==> config.mk <==
export PLATFORM = sky130hd
export DESIGN_NAME = load_align
export DESIGN_NICKNAME = d
export VERILOG_FILES = /design/src/design/dcache_pkg.sv /design/src/design/load_align.sv
export SDC_FILE = /design/constraint.sdc
export NUM_CORES = 1
export LEC_CHECK = 0
export ABC_AREA = 1
export BUFFER_PORTS_ARGS = -buffer_cell sky130_fd_sc_hd__buf_2
export CAP_MARGIN = 10
export CORE_UTILIZATION = 42
export DETAILED_ROUTE_END_ITERATION = 7
export MAX_ROUTING_LAYER = met4
export PLACE_DENSITY = 0.88
export SYNTH_ARGS = -nofsm -noshare
export SYNTH_HDL_FRONTEND = slang
export SYNTH_SLANG_ARGS = --single-unit
==> constraint.sdc <==
create_clock -name vclk -period 3
set_input_delay 0.45 -clock vclk [all_inputs]
set_output_delay 0.45 -clock vclk [all_outputs]
set_load 0.05 [all_outputs]
==> src/design/dcache_pkg.sv <==
package dcache_pkg;

    // cache geometry
    localparam int WAY_NUM = 2;
    localparam int SET_NUM = 16;
    localparam int BLOCK_WORDS = 4;

    // word and address layout
    localparam int WORD_BITS = 32;
    localparam int WORD_BYTES = WORD_BITS / 8;
    localparam int WORD_LOW = 2;
    localparam int INDEX_LOW = 4;
    localparam int TAG_LOW = 8;
    localparam int TAG_BITS = WORD_BITS - TAG_LOW;

    // store buffer entries
    localparam int SB_DEPTH = 4;

    // destination register id carried with a request
    localparam int REG_ID_BITS = 6;

    // misaligned access
    localparam logic [5:0] ECODE_ALE = 6'd9;

    typedef logic [WORD_BITS-1:0] word_t;

    // one tag entry per set and way
    typedef struct packed {
        logic                valid;
        logic                dirty;
        logic [TAG_BITS-1:0] tag;
    } cache_tag_t;

endpackage

==> src/design/load_align.sv <==
`timescale 1ns/1ns

module load_align
    import dcache_pkg::*;
(
    input  logic [1:0] addr_lo_i,
    input  logic [1:0] msize_i,
    input  logic       msigned_i,
    input  word_t      word_i,
    output word_t      data_o
);
    logic [7:0]  byte_sel;
    logic [15:0] half_sel;

    always_comb begin
        case (addr_lo_i)
            2'd0: byte_sel = word_i[7:0];
            2'd1: byte_sel = word_i[15:8];
            2'd2: byte_sel = word_i[23:16];
            default: byte_sel = word_i[31:24];
        endcase
    end

    // upper half when address bit 1 is set
    assign half_sel = addr_lo_i[1] ? word_i[31:16] : word_i[15:0];

    always_comb begin
        case (msize_i)
            2'd0: data_o = {{(WORD_BITS-8){msigned_i & byte_sel[7]}}, byte_sel};
            2'd1: data_o = {{(WORD_BITS-16){msigned_i & half_sel[15]}}, half_sel};
            default: data_o = word_i;
        endcase
    end

endmodule

After elaboration in Yosys (flattened, before gate mapping)
Cells that the tools add are included.
{"block": "classes", "mul": 0, "bitwise": 2, "reduce_logical": 2, "n_addsub": 0, "n_mux": 3, "eq_ne": 3, "shifts": 0, "order_cmp": 0, "div": 0}
{"op": "one-hot mux 32 bit (2 select lines)", "count": 1}
{"op": "one-hot mux 8 bit (3 select lines)", "count": 1}
{"op": "2-to-1 mux 16 bit", "count": 1}
{"op": "== test 2 x 1 -> 1 bit (second input constant)", "count": 2}
{"op": "logical NOT 2 bit", "count": 2}
{"op": "AND 1 bit", "count": 2}
{"op": "== test 2 bit (second input constant)", "count": 1}
{"block": "word_totals", "register_bits": 0, "n_memories": 0, "rom_bits": 0, "wordCells": 10, "mem_bits_rw": 0, "inputBits": 37, "output_inout_bits": 32, "latch_bits": 0}

Logic depth before layout (Yosys ltp)
{"block": "logic_depth", "depth_word": 4, "ltp_mapped": 7, "mapped_depth_nobuf": 6}

Worst setup path after synthesis
No wires, ideal clock.
{"block": "synth_path", "path_kind": "in2out", "startpoint": "in addr_lo_i[1]", "endpoint": "out data_o[0]", "cell_stages": 4, "required_time_ns": 2.550, "setup_slack_ns": 0.874, "arrival_ns": 1.676, "path_buffers": 1, "path_cell_list": "inv_2 > clkbuf_1 > a21oi_1 > o211ai_1"}
{"block": "synth_between", "elab_chain_cells": 3, "word_cells_on_any_way": 6, "cone_classes": "2 x eq/ne; 3 x mux; 1 x reduce/logical"}
{"item": "start, declared", "line": "load_align.sv:6", "source": "input logic [1:0] addr_lo_i,"}
{"item": "== test 2 bit (tied with other cells)", "line": "load_align.sv:16", "source": "case (addr_lo_i)"}
{"item": "one-hot mux 8 bit (3 select lines)", "line": "load_align.sv:16"}
{"item": "one-hot mux 32 bit (2 select lines) (*)", "line": "load_align.sv:28", "source": "case (msize_i)"}
{"item": "end, declared", "line": "load_align.sv:10", "source": "output word_t data_o"}
Mark *: on every way between the ends. The rest lies on a longest branch, timed or not.

Worst setup path in the final report
{"block": "layout_path", "startpoint": "in addr_lo_i[1]", "endpoint": "out data_o[16]"}
{"block": "layout_between", "elab_chain_cells": 4, "word_cells_on_any_way": 8, "cone_classes": "2 x eq/ne; 3 x mux; 2 x bitwise; 1 x reduce/logical"}
{"item": "== test 2 bit (tied with other cells)", "line": "load_align.sv:16"}
{"item": "one-hot mux 8 bit (3 select lines)", "line": "load_align.sv:16"}
{"item": "AND 1 bit", "line": "load_align.sv:29", "source": "2'd0: data_o = {{(WORD_BITS-8){msigned_i & byte_sel[7]}}, byte_sel};"}
{"item": "one-hot mux 32 bit (2 select lines) (*)", "line": "load_align.sv:28"}
Marks and branches as above.

==> metrics.cfg <==
[grt]
antenna_found_initial = 0
gr-usage-all-layers_pct = 24.5
grt_pass1_wl_um = 3730
gr-total-overflow = 0
grt_max_degree = 36
grt_pass1_vias = 933

[outcome]
violations = DRC
status = complete, but fails checks

[floorplanning]
fp.dieArea_mm2 = 0.00192
core_area_mm2 = 0.00158
dieWidth_um = 43.8
rows = 14
initial_core_util_pct = 46.5
die_y_um = 43.8
io_pins = 69

[sta]
setup_viol = 0
fmax_ghz = 0.412
fin_ws_ns = 0.575
tns_ns = 0
finalCriticalPeriod_ns = 2.43
drv_slew = 0
tightest_slew_ns = 0.576
hold_violations = 0
period_share_pct = 80.8
relSlewSlack_pct = 61.6
rsz0062_at_grt = false

[clock_tree]
cts_resized = 0
post_cts_buffers = 0
cts_hold_buffers = 0

[final_layout]
syn2layout_area_growth_pct = 41.3
final_nets = 255
drive_gt1_share_pct = 36.1
nClkBuffers = 0
n_antenna_cell = 0
design.seq.count = 0
ff_latch_area_um2 = 0
layout_common_cells = 83 x nand2_1, 69 x buf_2, 25 x nand3_1
final_common_cell = nand2_1

[power]
power_frac_comb_pct = 100.0
p_per_area_mw_per_mm2 = 292
peakVddDrop_v = 0.000178
leakage_nw = 0.718
clockPowerShare_pct = 0
intPower_uw = 76.0
switching_share_pct = 74.9
switchingPower_uw = 226
p_seq_share_pct = 0

[drt]
route.met3.wl_um = 146
drc = 5
ant_nets = 0
viasPerCell = 4.93
drt-initial-drc-count = 21
wl_met2_um = 1060
routed.top_layer = met3
wl_per_cell_um = 9.74
dr.pass1.iters = 6
drt-met1-wl_um = 1050
drt_wl_total_um = 2260
vias = 1144

[critical_path]
critPathMaxFanout = 24
criticalPathCategory = in2out
critPathRequiredTime_ns = 2.55
end_kind = primary output
arrival_ns = 1.98
worstSetupStartpointType = input pin

[synth]
syn_nets = 193
syn_avg_cell_area_um2 = 4.70
synth_top_area_share_pct = 42.5
syn_area_um2 = 733
postSynthCellCount = 156
ys_seq_area_share_pct = 0
yosysTopAreaCell = nand2_1
synth_cell_types = 16
yosys_warnings = 0
synth_area_leaders = nand2_1 42%, nand3_1 17%, o211ai_1 7.2%

[placement]
dp_hpwl_um = 1700
place_ws_ns = 0.589
portBuffers = 69
gp_congestion = 0.782

[job]
cap_viol_max_count = 0

[hold_path]
hold_path.class = in2out

worst max-delay path, cell delays in order:
cell and delay [ns]:
buf_2 0.30, inv_2 0.06, nand2_1 0.14, nand2_1 0.08, nand3_2 0.08, nand3_2 0.37, nand3_1 0.21, buf_2 0.28
Yosys cell counts (all sizes together):
master and instances:
clkbuf 4, inv 14, nor3 1, o211ai 7, o21ai 2, nand3 28, buf 6, nand2 83
a21oi 7, nand4 1, o21a 1, nor2 2
worst paths after layout:
kind                     start    endpoint  cells after the start  slack, ns
setup / recovery  addr_lo_i[1]  data_o[16]                      8       0.57
hold / removal      word_i[14]  data_o[14]                      4       1.33
kinds of logic (layout without fill, tap and decap cells):
group	count (synthesis)	count (layout)	share of synthesized area (%)
compound gates	17	17	14.3
buf+inv	24	84	16.7
simple gates	115	115	68.9
routing by layer:
metal	track usage [%]	vias to the layer above
li1	-	623
met1	30.4	475
met2	46.6	46
met3	0	0
met4	0	0
met5	-	-
final cells by class:
class	count	area [µm²]
multi-input combinational	132	611
tap	16	20.0
fill	189	541
inverter	14	52.6
timing repair buffer	70	353
power by group through the flow:
| stage | clock [mW] | sequential, mW | combinational, mW |
|---|---|---|---|
| after floorplan | 0 | 0 | 0.230 |
| after global placement | 0 | 0 | 0.301 |
| after detailed placement | 0 | 0 | 0.303 |
| after CTS | 0 | 0 | 0.304 |
| after global routing | 0 | 0 | 0.323 |
| final | 0 | 0 | 0.302 |
stage by stage:
stage                     hold slack, ns  std cells  power (mW)  utilization [%]  instance area [µm²]
after floorplan                     1.16        156       0.230                -                  733
after global placement              1.33        232       0.301             65.7                 1040
after detailed placement            1.33        232       0.303             65.7                 1040
after CTS                           1.33        232       0.304             65.7                 1040
after global routing                1.35        232       0.323             65.7                 1040
final                               1.33        232       0.302             65.7                 1040
Note: power is estimated with default switching activity, not from simulation.
