### src/design/dcache_pkg.sv
package dcache_pkg;

    // cache geometry
    localparam int WAY_NUM = 2;
    localparam int SET_NUM = 16;
    localparam int BLOCK_WORDS = 4;

    // word and address layout
    localparam int WORD_BITS = 32;
    localparam int WORD_BYTES = WORD_BITS / 8;
    localparam int WORD_LOW = 2;
    localparam int INDEX_LOW = 4;
    localparam int TAG_LOW = 8;
    localparam int TAG_BITS = WORD_BITS - TAG_LOW;

    // store buffer entries
    localparam int SB_DEPTH = 4;

    // destination register id carried with a request
    localparam int REG_ID_BITS = 6;

    // misaligned access
    localparam logic [5:0] ECODE_ALE = 6'd9;

    typedef logic [WORD_BITS-1:0] word_t;

    // one tag entry per set and way
    typedef struct packed {
        logic                valid;
        logic                dirty;
        logic [TAG_BITS-1:0] tag;
    } cache_tag_t;

endpackage

### src/design/store_buffer.sv
`timescale 1ns/1ns

module store_buffer
    import dcache_pkg::*;
(
    input  logic                  clk,
    input  logic                  rst_n,
    // M1 store write
    input  logic                  push_i,
    input  logic [WORD_BITS-1:0]  push_addr_i,
    input  word_t                 push_data_i,
    input  logic [WORD_BYTES-1:0] push_strb_i,
    output logic                  full_o,
    // load forwarding
    input  logic [WORD_BITS-1:0]  fwd_addr_i,
    output word_t                 fwd_data_o,
    output logic [WORD_BYTES-1:0] fwd_hit_o,
    // commit drain
    input  logic                  pop_i,
    output logic                  head_valid_o,
    output logic [WORD_BITS-1:0]  head_addr_o,
    output word_t                 head_data_o,
    output logic [WORD_BYTES-1:0] head_strb_o
);
    localparam int PTR_W = $clog2(SB_DEPTH);
    localparam int CNT_W = PTR_W + 1;

    logic [WORD_BITS-1:0]  addr_q [SB_DEPTH];
    word_t                 data_q [SB_DEPTH];
    logic [WORD_BYTES-1:0] strb_q [SB_DEPTH];
    logic [PTR_W-1:0]      wr_ptr;
    logic [PTR_W-1:0]      rd_ptr;
    logic [CNT_W-1:0]      count;

    always_ff @(posedge clk) begin
        if (!rst_n) begin
            wr_ptr <= '0;
            rd_ptr <= '0;
            count  <= '0;
        end else begin
            if (push_i) begin
                wr_ptr <= wr_ptr + 1'b1;
            end
            if (pop_i) begin
                rd_ptr <= rd_ptr + 1'b1;
            end
            if (push_i && !pop_i) begin
                count <= count + 1'b1;
            end else if (pop_i && !push_i) begin
                count <= count - 1'b1;
            end
        end
    end

    always_ff @(posedge clk) begin
        if (push_i) begin
            addr_q[wr_ptr] <= push_addr_i;
            data_q[wr_ptr] <= push_data_i;
            strb_q[wr_ptr] <= push_strb_i;
        end
    end

    // also full when the store now in M1 takes the last slot
    assign full_o = (count == CNT_W'(SB_DEPTH))
                  | ((count == CNT_W'(SB_DEPTH - 1)) & push_i & !pop_i);

    assign head_valid_o = (count != '0);
    assign head_addr_o  = addr_q[rd_ptr];
    assign head_data_o  = data_q[rd_ptr];
    assign head_strb_o  = strb_q[rd_ptr];

    // walk oldest to youngest so the youngest byte wins
    always_comb begin
        logic [PTR_W-1:0] idx;
        fwd_data_o = '0;
        fwd_hit_o  = '0;
        for (int i = 0; i < SB_DEPTH; i++) begin
            idx = rd_ptr + PTR_W'(i);
            if ((CNT_W'(i) < count) && (addr_q[idx][WORD_BITS-1:WORD_LOW] ==
                                        fwd_addr_i[WORD_BITS-1:WORD_LOW])) begin
                for (int b = 0; b < WORD_BYTES; b++) begin
                    if (strb_q[idx][b]) begin
                        fwd_hit_o[b] = 1'b1;
                        fwd_data_o[8*b +: 8] = data_q[idx][8*b +: 8];
                    end
                end
            end
        end
    end

    no_push_when_full: assert property (@(posedge clk) disable iff (!rst_n)
        push_i |-> (count < CNT_W'(SB_DEPTH)));

    no_pop_when_empty: assert property (@(posedge clk) disable iff (!rst_n)
        pop_i |-> (count != '0));

endmodule

### config.mk
export PLATFORM = sky130hd
export DESIGN_NAME = store_buffer
export DESIGN_NICKNAME = d
export VERILOG_FILES = /design/src/design/dcache_pkg.sv /design/src/design/store_buffer.sv
export SDC_FILE = /design/constraint.sdc
export NUM_CORES = 1
export LEC_CHECK = 0
export ABC_CLOCK_PERIOD_IN_PS = 3500
export BUFFER_PORTS_ARGS = -buffer_cell sky130_fd_sc_hd__buf_2
export CORE_ASPECT_RATIO = 1.75
export CORE_UTILIZATION = 54
export DETAILED_ROUTE_END_ITERATION = 8
export PLACE_DENSITY_LB_ADDON = 0.1
export SLEW_MARGIN = 20
export SYNTH_ARGS = -nofsm -noshare
export SYNTH_HDL_FRONTEND = slang
export SYNTH_SLANG_ARGS = --single-unit
### constraint.sdc
create_clock -name clk -period 3.5 [get_ports clk]
set_input_delay 0.7 -clock clk [delete_from_list [all_inputs] [get_ports clk]]
set_output_delay 0.7 -clock clk [all_outputs]
set_load 0.02 [all_outputs]
* Yosys cells after proc, flatten, opt, wreduce, memory -nomap -nowiden
Memory sizes are Yosys's and may differ from the RTL's. A register that Yosys moved wholly into a read port is not among the register bits. Index checks and enable logic that the tools add are counted.
Cells by class: add/subtract/negate cells 6, magnitude comparators 4, equality and inequality tests 6, muxes and demuxes 50, bitwise gates (word level) 3, reductions and logical operators 10
Operators by type and width (number):
- two-way mux 32 bit | 4
- two-way mux 8 bit | 16
- equality test 30 bit | 4
- two-way mux 1 bit | 18
- two-way mux 4 bit | 4
- two-way mux 2 bit | 6
- logical AND 1 bit | 6
- less-than comparator 1 x 3 -> 1 bit (first input constant) | 2
- less-than comparator 2 x 3 -> 1 bit (first input constant) | 2
- two-way mux 3 bit | 2
- adder 2 x 1 -> 2 bit (second input constant) | 2
- adder 2 bit (second input constant) | 2
- adder 3 x 1 -> 3 bit (second input constant) | 1
- equality test 3 x 2 -> 1 bit (second input constant) | 1
- equality test 3 bit (second input constant) | 1
- nonzero test 3 bit | 1
- subtractor 3 x 1 -> 3 bit (second input constant) | 1
- AND 1 bit | 2
- zero test 1 bit | 2
- nonzero test 2 bit | 1
- OR 1 bit | 1
Storage, ports and cells: bits in registers 7, memory bits (writable) 272, input bits 104, word-level logic and storage cells 85, memories kept 3
Memories:
- addr_q | words 4, bits a word 32, read ports 4, clocked after memory_dff 1, wr ports 1, line store_buffer.sv:28 | logic [WORD_BITS-1:0] addr_q [SB_DEPTH];
- data_q | words 4, bits a word 32, read ports 4, clocked after memory_dff 1, wr ports 1, line store_buffer.sv:29 | word_t data_q [SB_DEPTH];
- strb_q | words 4, bits a word 4, read ports 4, clocked after memory_dff 1, wr ports 1, line store_buffer.sv:30 | logic [WORD_BYTES-1:0] strb_q [SB_DEPTH];

* Depth between registers and ports, before layout
Gate-level depths: netlist of run 1.
word-level depth 9, gate-level depth with buffers 14

* Least setup slack after synthesis of run 1
OpenSTA, ideal clock, no wires.
kind input port to output port, from input port fwd_addr_i[19], to output port fwd_data_o[22], data arrival time 3284 ps, required time 2800 ps, path slack -484 ps, stages 10, buffers on the path 3, path through clkbuf_1 > xnor2_1 > a221oi_1 > nand4_1 > or4_4 > buf_6 > buf_6 > o32ai_4 > a221oi_1 > a211oi_1
Between the ends: word-level cells in the longest chain between the ends 9, elaborated cells between the ends (all ways) 15, those cells by class 4 x eq/ne; 7 x mux; 4 x reduce/logical
RTL lines:
- start, declared | line store_buffer.sv:15 | input logic [WORD_BITS-1:0] fwd_addr_i,
- equality test 30 bit | line store_buffer.sv:79 | if ((CNT_W'(i) < count) && (addr_q[idx][WORD_BITS-1:WORD_LOW] ==
- logical AND 1 bit | line store_buffer.sv:79
- two-way mux 32 bit | line store_buffer.sv:79
- two-way mux 8 bit | line store_buffer.sv:82 | if (strb_q[idx][b]) begin
- two-way mux 32 bit | line store_buffer.sv:79
- two-way mux 8 bit | line store_buffer.sv:82
- two-way mux 32 bit | line store_buffer.sv:79
- two-way mux 8 bit | line store_buffer.sv:82
- two-way mux 32 bit (*) | line store_buffer.sv:79
- end, declared | line store_buffer.sv:16 | output word_t fwd_data_o,
Mark *: on every way between the ends. The rest lies on a longest branch, timed or not.

* Worst setup path in the final report of run 1
from register rd_ptr[0], to output port fwd_data_o[28]
Between the ends: word-level cells in the longest chain between the ends 9, elaborated cells between the ends (all ways) 18, those cells by class 3 x add/sub; 3 x eq/ne; 6 x mux; 3 x reduce/logical; 3 x memory
RTL lines:
- start, declared | line store_buffer.sv:32 | logic [PTR_W-1:0] rd_ptr;
- start signal, assigned | line store_buffer.sv:45 | rd_ptr <= rd_ptr + 1'b1;
- adder 2 x 1 -> 2 bit | line store_buffer.sv:78 | idx = rd_ptr + PTR_W'(i);
- memory (4 x 32 bit)
- equality test 30 bit | line store_buffer.sv:79
- logical AND 1 bit | line store_buffer.sv:79
- two-way mux 32 bit | line store_buffer.sv:79
- two-way mux 8 bit | line store_buffer.sv:82
- two-way mux 32 bit | line store_buffer.sv:79
- two-way mux 8 bit | line store_buffer.sv:82
- two-way mux 32 bit (*) | line store_buffer.sv:79
Marked as above.

==> run_results.csv, run 1 <==
group,metric,value,unit
clock_network,holdBufCountCts,0,
power_and_ir_drop,power_density,395,mW/mm^2
timing,max_freq,209,MHz
synth,async_flop_share,0,
drt,routed_wl,57400,um
setup_path,cp.arrival,4.09,ns
flow_run,maxCapViolCount,0,
synth,synthFlopType,"edfxtp_1",
worst_hold_path,hp-class,"in -> reg",
grt,grt_max_degree,107,
clock_network,clockBufferDepth,3,
grt,grt_pass1_vias,14706,
synth,syn_area_per_cell,13.7,sq um
power_and_ir_drop,irDropWorstVdd,0.000455,V
floorplanning,die_y,246,um
timing,setup_ws,-1.29,ns
clock_network,cts.sinks,281,
grt,track_usage,0.329,
setup_path,rr_endpoint,"rd_ptr[1]",
setup_path,r2r_cells,7,
drt,drt_iter0_markers,818,
placed_design,gp_congestion,1.01,
synth,ys_seq_area_frac,0.454,
drt,drc,0,
setup_path,worstSetupPathType,"reg -> out",
synth,netlist_instances,1341,
setup_path,cp-endpoint,"fwd_data_o[28]",
timing,rsz0062_at_grt,"yes",
synth,synth_seq_cells,281,
final_layout,utilization,0.736,
floorplanning,dieArea,0.0348,sq mm
setup_path,r2r_slack,1.36,ns
synth,synth_edf_count,272,
floorplanning,dieWidth,141,um
setup_path,crit_start,"rd_ptr[0]",
clock_network,cts_buffers,26,
placed_design,port_buffers,207,
timing,min_period,4.79,ns
placed_design,placed_area,0.0226,sq mm
grt,antenna_found_initial,9,
final_layout,final_layout_size_suffix_gt1_frac,0.518,
setup_path,critPathLaunchType,"flop",
clock_network,h-tree-depth,1,
timing,hold_viol,0,
synth,ys_types,75,
clock_network,cts_tree,"built",
drt,vias_per_cell,6.15,
timing,drv_slew,0,
final_layout,fin_area,0.0248,sq mm
drt,vias,14220,
timing,worst_slew_margin_rel,0.335,
floorplanning,core-area,0.0336,sq mm
final_layout,fillers,2278,
floorplanning,io_pins,210,
power_and_ir_drop,total_power,9.79,mW
setup_path,end_kind,"output pin",
floorplanning,start_util,0.547,
synth,syn_area,0.0184,sq mm
setup_path,r2r-start,"rd_ptr[0]",
drt,avgRoutedWirePerCell,24.8,um
clock_network,ctsRootBufferMaster,"clkbuf_16",
power_and_ir_drop,power_leakage,8.74,nW
final_layout,synthToLayoutAreaGrowth,34.6,%
synth,syn-num-nets,1454,
worst_hold_path,holdCritStartpoint,"push_addr_i[19]",
outcome,violations,"setup timing",
clock_network,clk_pin_slew_worst_paths,0.07,ns
grt,grt.overflow.total,0,
timing,fin_skew,0.0303,ns
setup_path,cp.required,2.80,ns
setup_path,crit_fanout,7,
placed_design,place_ws,-0.886,ns
placed_design,hpwl,42400,um
outcome,status,"complete, but fails checks",
grt,grt_pass1_wl,84000,um
floorplanning,row_count,89,
timing,period_share,1.37,
final_layout,final_common_cell,"buf_4",
drt,first_pass_iters,5,
timing,finalSetupTns,-42.24,ns
clock_network,clock_latency,0.57,ns
final_layout,final_cell_mix,"327 x buf_4, 272 x edfxtp_1, 172 x buf_2",
drt,ant_nets,0,
timing,setup_viol,36,
timing,worstMarginPinSlew,0.998,ns
synth,yosysWarnings,0,
final_layout,final_nets,1941,
## layer usage
layer  track usage  up-vias  wire (um)
met4         0.227        2       4150
met1         0.333     7184      19200
met3        0.0369      159       2440
li1              -     6406          -
met2         0.622      469      31600
met5             0        -         11
## report_power, final
part,leakage (nW),internal (mW),switching [mW]
clock,0.432,1.65,1.32
sequential,2.58,3.87,0.113
combinational,5.73,1.34,1.49
total,8.74,6.86,2.92
## cell usage after synthesis, drive strengths merged (2+ instances only)
library cell	instances	area, sq um
a22o	3	26.3
a21boi	4	30.0
nand2	79	297
a2bb2oi	2	17.5
o22ai	11	68.8
o2bb2ai	2	17.5
o211ai	4	30.0
dfxtp	9	180
and2	15	93.8
buf	71	462
and3	6	37.5
or3	2	12.5
nor3b	2	15.0
a21oi	14	85.1
inv	18	67.6
mux2i	146	1470
mux4	140	3150
o2111ai	2	17.5
nand2b	28	175
nor3	9	45.0
nand4	17	121
nand3	10	50.1
or4	13	101
a22oi	3	22.5
edfxtp	272	8170
xor2	23	201
a211o	4	35.0
xnor2	93	815
a2111oi	10	138
nor4	31	221
a221oi	34	323
clkbuf	43	165
o21ai	84	420
nor2	28	130
nor2b	2	12.5
ha	9	113
o221ai	2	17.5
a211oi	28	255
mux2	45	507
o32ai	6	128
nand4b	4	35.0
## logic make-up (layout without fill, tap and decap cells)
family / count (synthesis) / count (layout) / share of synthesized area
AO/OA/AOI/OAI: 222 / 222 / 0.0934
buffers and inverters: 133 / 638 / 0.0380
other: 0 / 9 / 0
flip-flops: 281 / 281 / 0.454
multiplexers: 331 / 331 / 0.279
XOR/XNOR: 116 / 116 / 0.0552
adder cells (fa/ha/maj): 9 / 9 / 0.00612
AND/OR/NAND/NOR: 249 / 250 / 0.0746
## sequential cells by signal (all words and copies together), names as in the netlist, named ones only
signal  count
addr_q    128
data_q    128
strb_q     16
count       3
rd_ptr      2
wr_ptr      2
## stage by stage
step	instances	hold WS (ns)
6_report	2311	0.336
3_5_place_dp	2214	0.560
2_1_floorplan	1341	0.528
4_1_cts	2288	0.311
5_1_grt	2308	0.324
3_3_place_gp	2214	0.562
## worst min-delay path by stage
| stage | depth (start not counted) | end |
|---|---|---|
| final | 1 | addr_q[3][19] |
| after global routing | 1 | addr_q[2][19] |
| after CTS | 1 | addr_q[1][21] |
| after detailed placement | 2 | wr_ptr[1] |
| after global placement | 2 | wr_ptr[1] |
| after floorplan | 2 | wr_ptr[1] |
## timing repair
item | 4_1_cts | 5_1_grt
pin swaps | 24 | 39
gates resized for setup | 106 | 79
gates cloned | 3 | 0
setup buffers | 24 | 17
setup endpoints to repair | 54 | 36
## cell type report
type | count | area [sq um] | share of cell area
Multi-Input combinational cell | 928 | 10300 | 0.416
Sequential cell | 281 | 8360 | 0.338
Timing Repair Buffer | 572 | 4550 | 0.184
Clock buffer | 27 | 676 | 0.0273
Tap cell | 455 | 569 | 0.0230
Clock inverter | 20 | 214 | 0.00864
Inverter | 19 | 71.3 | 0.00288
Antenna cell | 9 | 22.5 | 0.000910
## critical path: stages, from the launching register on
cell and delay, ns:
dfxtp_4 0.43, buf_12 0.15, buf_6 0.10, mux4_2 0.53, xnor2_2 0.17, buf_4 0.16
nand4_1 0.20, or4_4 0.70, buf_12 0.19, or4_1 0.48, nor2_1 0.16, a211oi_2 0.07
buf_4 0.17
No activity file was read; power rests on OpenSTA's default activity.
==> run 2, diff against run 1 <==
Settings changed: ABC_CLOCK_PERIOD_IN_PS 3500 to 6100, CORE_UTILIZATION 54 to 65.
Clock period 3.5 ns to 6.1 ns, I/O delays scaled along.
==> run_results.csv, run 2 (synthesized netlist as in run 1, its figures left out) <==
group,metric,value,unit
final_layout,fin_cells,1901,
worst_hold_path,hp-class,"reg -> reg",
grt,track_usage,0.361,
timing,drv_slew,0,
placed_design,gp_congestion,1.02,
drt,routed_wl,52200,um
clock_network,clockBufferDepth,3,
grt,grt_pass1_wl,76400,um
setup_path,r2r-start,"wr_ptr[0]",
placed_design,placed_area,0.0197,sq mm
clock_network,ctsRootBufferMaster,"clkbuf_16",
setup_path,cp.arrival,4.66,ns
flow_run,maxCapViolCount,0,
outcome,status,"complete, no violations",
drt,ant_nets,0,
clock_network,clock_latency,0.54,ns
setup_path,crit_fanout,55,
timing,fin_skew,0.00788,ns
clock_network,cts_buffers,25,
final_layout,synthToLayoutAreaGrowth,11.5,%
setup_path,rr_endpoint,"data_q[1][5]",
placed_design,hpwl,37100,um
timing,worst_slew_margin_rel,0.328,
placed_design,place_inst,1847,
clock_network,cts.sinks,281,
power_and_ir_drop,irDropWorstVdd,0.000285,V
drt,drt_iter0_markers,1192,
timing,worstMarginPinSlew,1.01,ns
setup_path,end_kind,"output pin",
power_and_ir_drop,total_power,5.12,mW
drt,drc,0,
worst_hold_path,holdCritStartpoint,"wr_ptr[1]",
drt,vias_per_cell,6.91,
timing,min_period,5.88,ns
setup_path,worstSetupPathType,"reg -> out",
final_layout,fin_area,0.0205,sq mm
drt,avgRoutedWirePerCell,27.5,um
timing,max_freq,170,MHz
clock_network,h-tree-depth,1,
grt,grt.overflow.total,0,
setup_path,cp.required,4.88,ns
drt,first_pass_iters,5,
power_and_ir_drop,power_density,250,mW/mm^2
grt,antenna_found_initial,9,
floorplanning,row_count,81,
timing,setup_viol,0,
floorplanning,core-area,0.0279,sq mm
timing,hold_viol,0,
floorplanning,dieWidth,129,um
final_layout,final_common_cell,"edfxtp_1",
drt,vias,13131,
clock_network,holdBufCountCts,0,
final_layout,final_nets,1614,
setup_path,r2r_cells,3,
timing,period_share,0.965,
power_and_ir_drop,power_leakage,6.75,nW
floorplanning,dieArea,0.0290,sq mm
floorplanning,start_util,0.660,
final_layout,reg_top3,"addr_q: 128 flops, data_q: 128 flops, strb_q: 16 flops",
setup_path,critPathLaunchType,"flop",
final_layout,fillers,1884,
setup_path,r2r_slack,3.89,ns
clock_network,cts_tree,"built",
clock_network,post-cts-setup-buffers,0,
placed_design,port_buffers,207,
clock_network,clk_pin_slew_worst_paths,0.06,ns
timing,finalSetupTns,0,ns
final_layout,final_layout_size_suffix_gt1_frac,0.341,
worst_hold_path,holdPathStages,2,
floorplanning,die_y,225,um
grt,grt_pass1_vias,13219,
final_layout,final_cell_mix,"272 x edfxtp_1, 207 x buf_2, 143 x mux2i_1",
timing,rsz0062_at_grt,"no",
worst_hold_path,hold_end,"wr_ptr[1]",
grt,grt_max_degree,181,
floorplanning,io_pins,210,
## run 2: changes by cell type in the layout (fill, tap and decap cells not counted), moves of 10 or more
| cell | delta |
|---|---|
| buf_12 | -35 |
| a211oi_1 | +19 |
| buf_2 | +35 |
| a221oi_1 | +26 |
| a221oi_4 | -15 |
| a221oi_2 | -11 |
| or4_4 | -10 |
| a211oi_2 | -19 |
| nor2_1 | +10 |
| buf_6 | -27 |
| buf_4 | -294 |
## run 2: layout make-up
type	count	area (sq um)	share of cell area
clock buffer	33	697	0.0340
clock inverter	12	97.6	0.00476
inverter	19	71.3	0.00348
timing repair buffer	247	1420	0.0690
tap	373	467	0.0228
antenna	9	22.5	0.00110
multi-input combinational	927	9360	0.457
sequential	281	8360	0.408
## run 2: through the flow
stage / hold WS [ns] / util / worst slack, ns
after floorplan: 0.528 / - / 1.08
after global placement: 0.551 / 0.706 / 0.652
after detailed placement: 0.563 / 0.706 / 0.639
after CTS: 0.567 / 0.734 / 0.0920
after global routing: 0.598 / 0.735 / 0.0511
final: 0.567 / 0.735 / 0.216
## run 2: power breakdown
| part | internal [mW] | leakage [nW] | total [mW] | switching, mW |
|---|---|---|---|---|
| logic | 0.532 | 3.78 | 1.26 | 0.725 |
| registers | 2.22 | 2.58 | 2.31 | 0.0920 |
| clock network | 0.850 | 0.392 | 1.55 | 0.700 |
| total | 3.60 | 6.75 | 5.12 | 1.52 |
## run 2: worst max-delay path, cell delays in order (launching register included)
cell	delay, ns
dfxtp_4	0.52
buf_12	0.36
mux4_2	0.56
xnor2_1	0.33
o2111ai_1	0.18
or4_1	0.82
o32ai_4	0.55
buf_4	0.22
a21oi_2	0.04
a221oi_2	0.27
buf_2	0.22
## run 2: layer usage
layer / vias up / global-route usage / part of all wire
met2: 626 / 0.665 / 0.54
met5: - / 0 / 0
met3: 134 / 0.0445 / 0.063
met1: 6634 / 0.383 / 0.33
li1: 5737 / - / -
met4: 0 / 0.228 / 0.064
## run 2: what timing repair did
item	4_1_cts	5_1_grt
hold endpoints to repair	0	0
resized for setup	0	4
setup endpoints to repair	0	32
## run 2: how the worst max path moves through the flow
stage / from / end / slack (ns) / depth (start not counted)
after detailed placement: fwd_addr_i[4] / fwd_data_o[13] / 0.64 / 11
after CTS: rd_ptr[0] / fwd_data_o[23] / 0.09 / 12
final: rd_ptr[0] / fwd_data_o[23] / 0.22 / 10
after global routing: rd_ptr[0] / fwd_data_o[23] / 0.05 / 10
after global placement: fwd_addr_i[4] / fwd_data_o[18] / 0.65 / 11
after floorplan: fwd_addr_i[19] / fwd_data_o[22] / 1.08 / 10
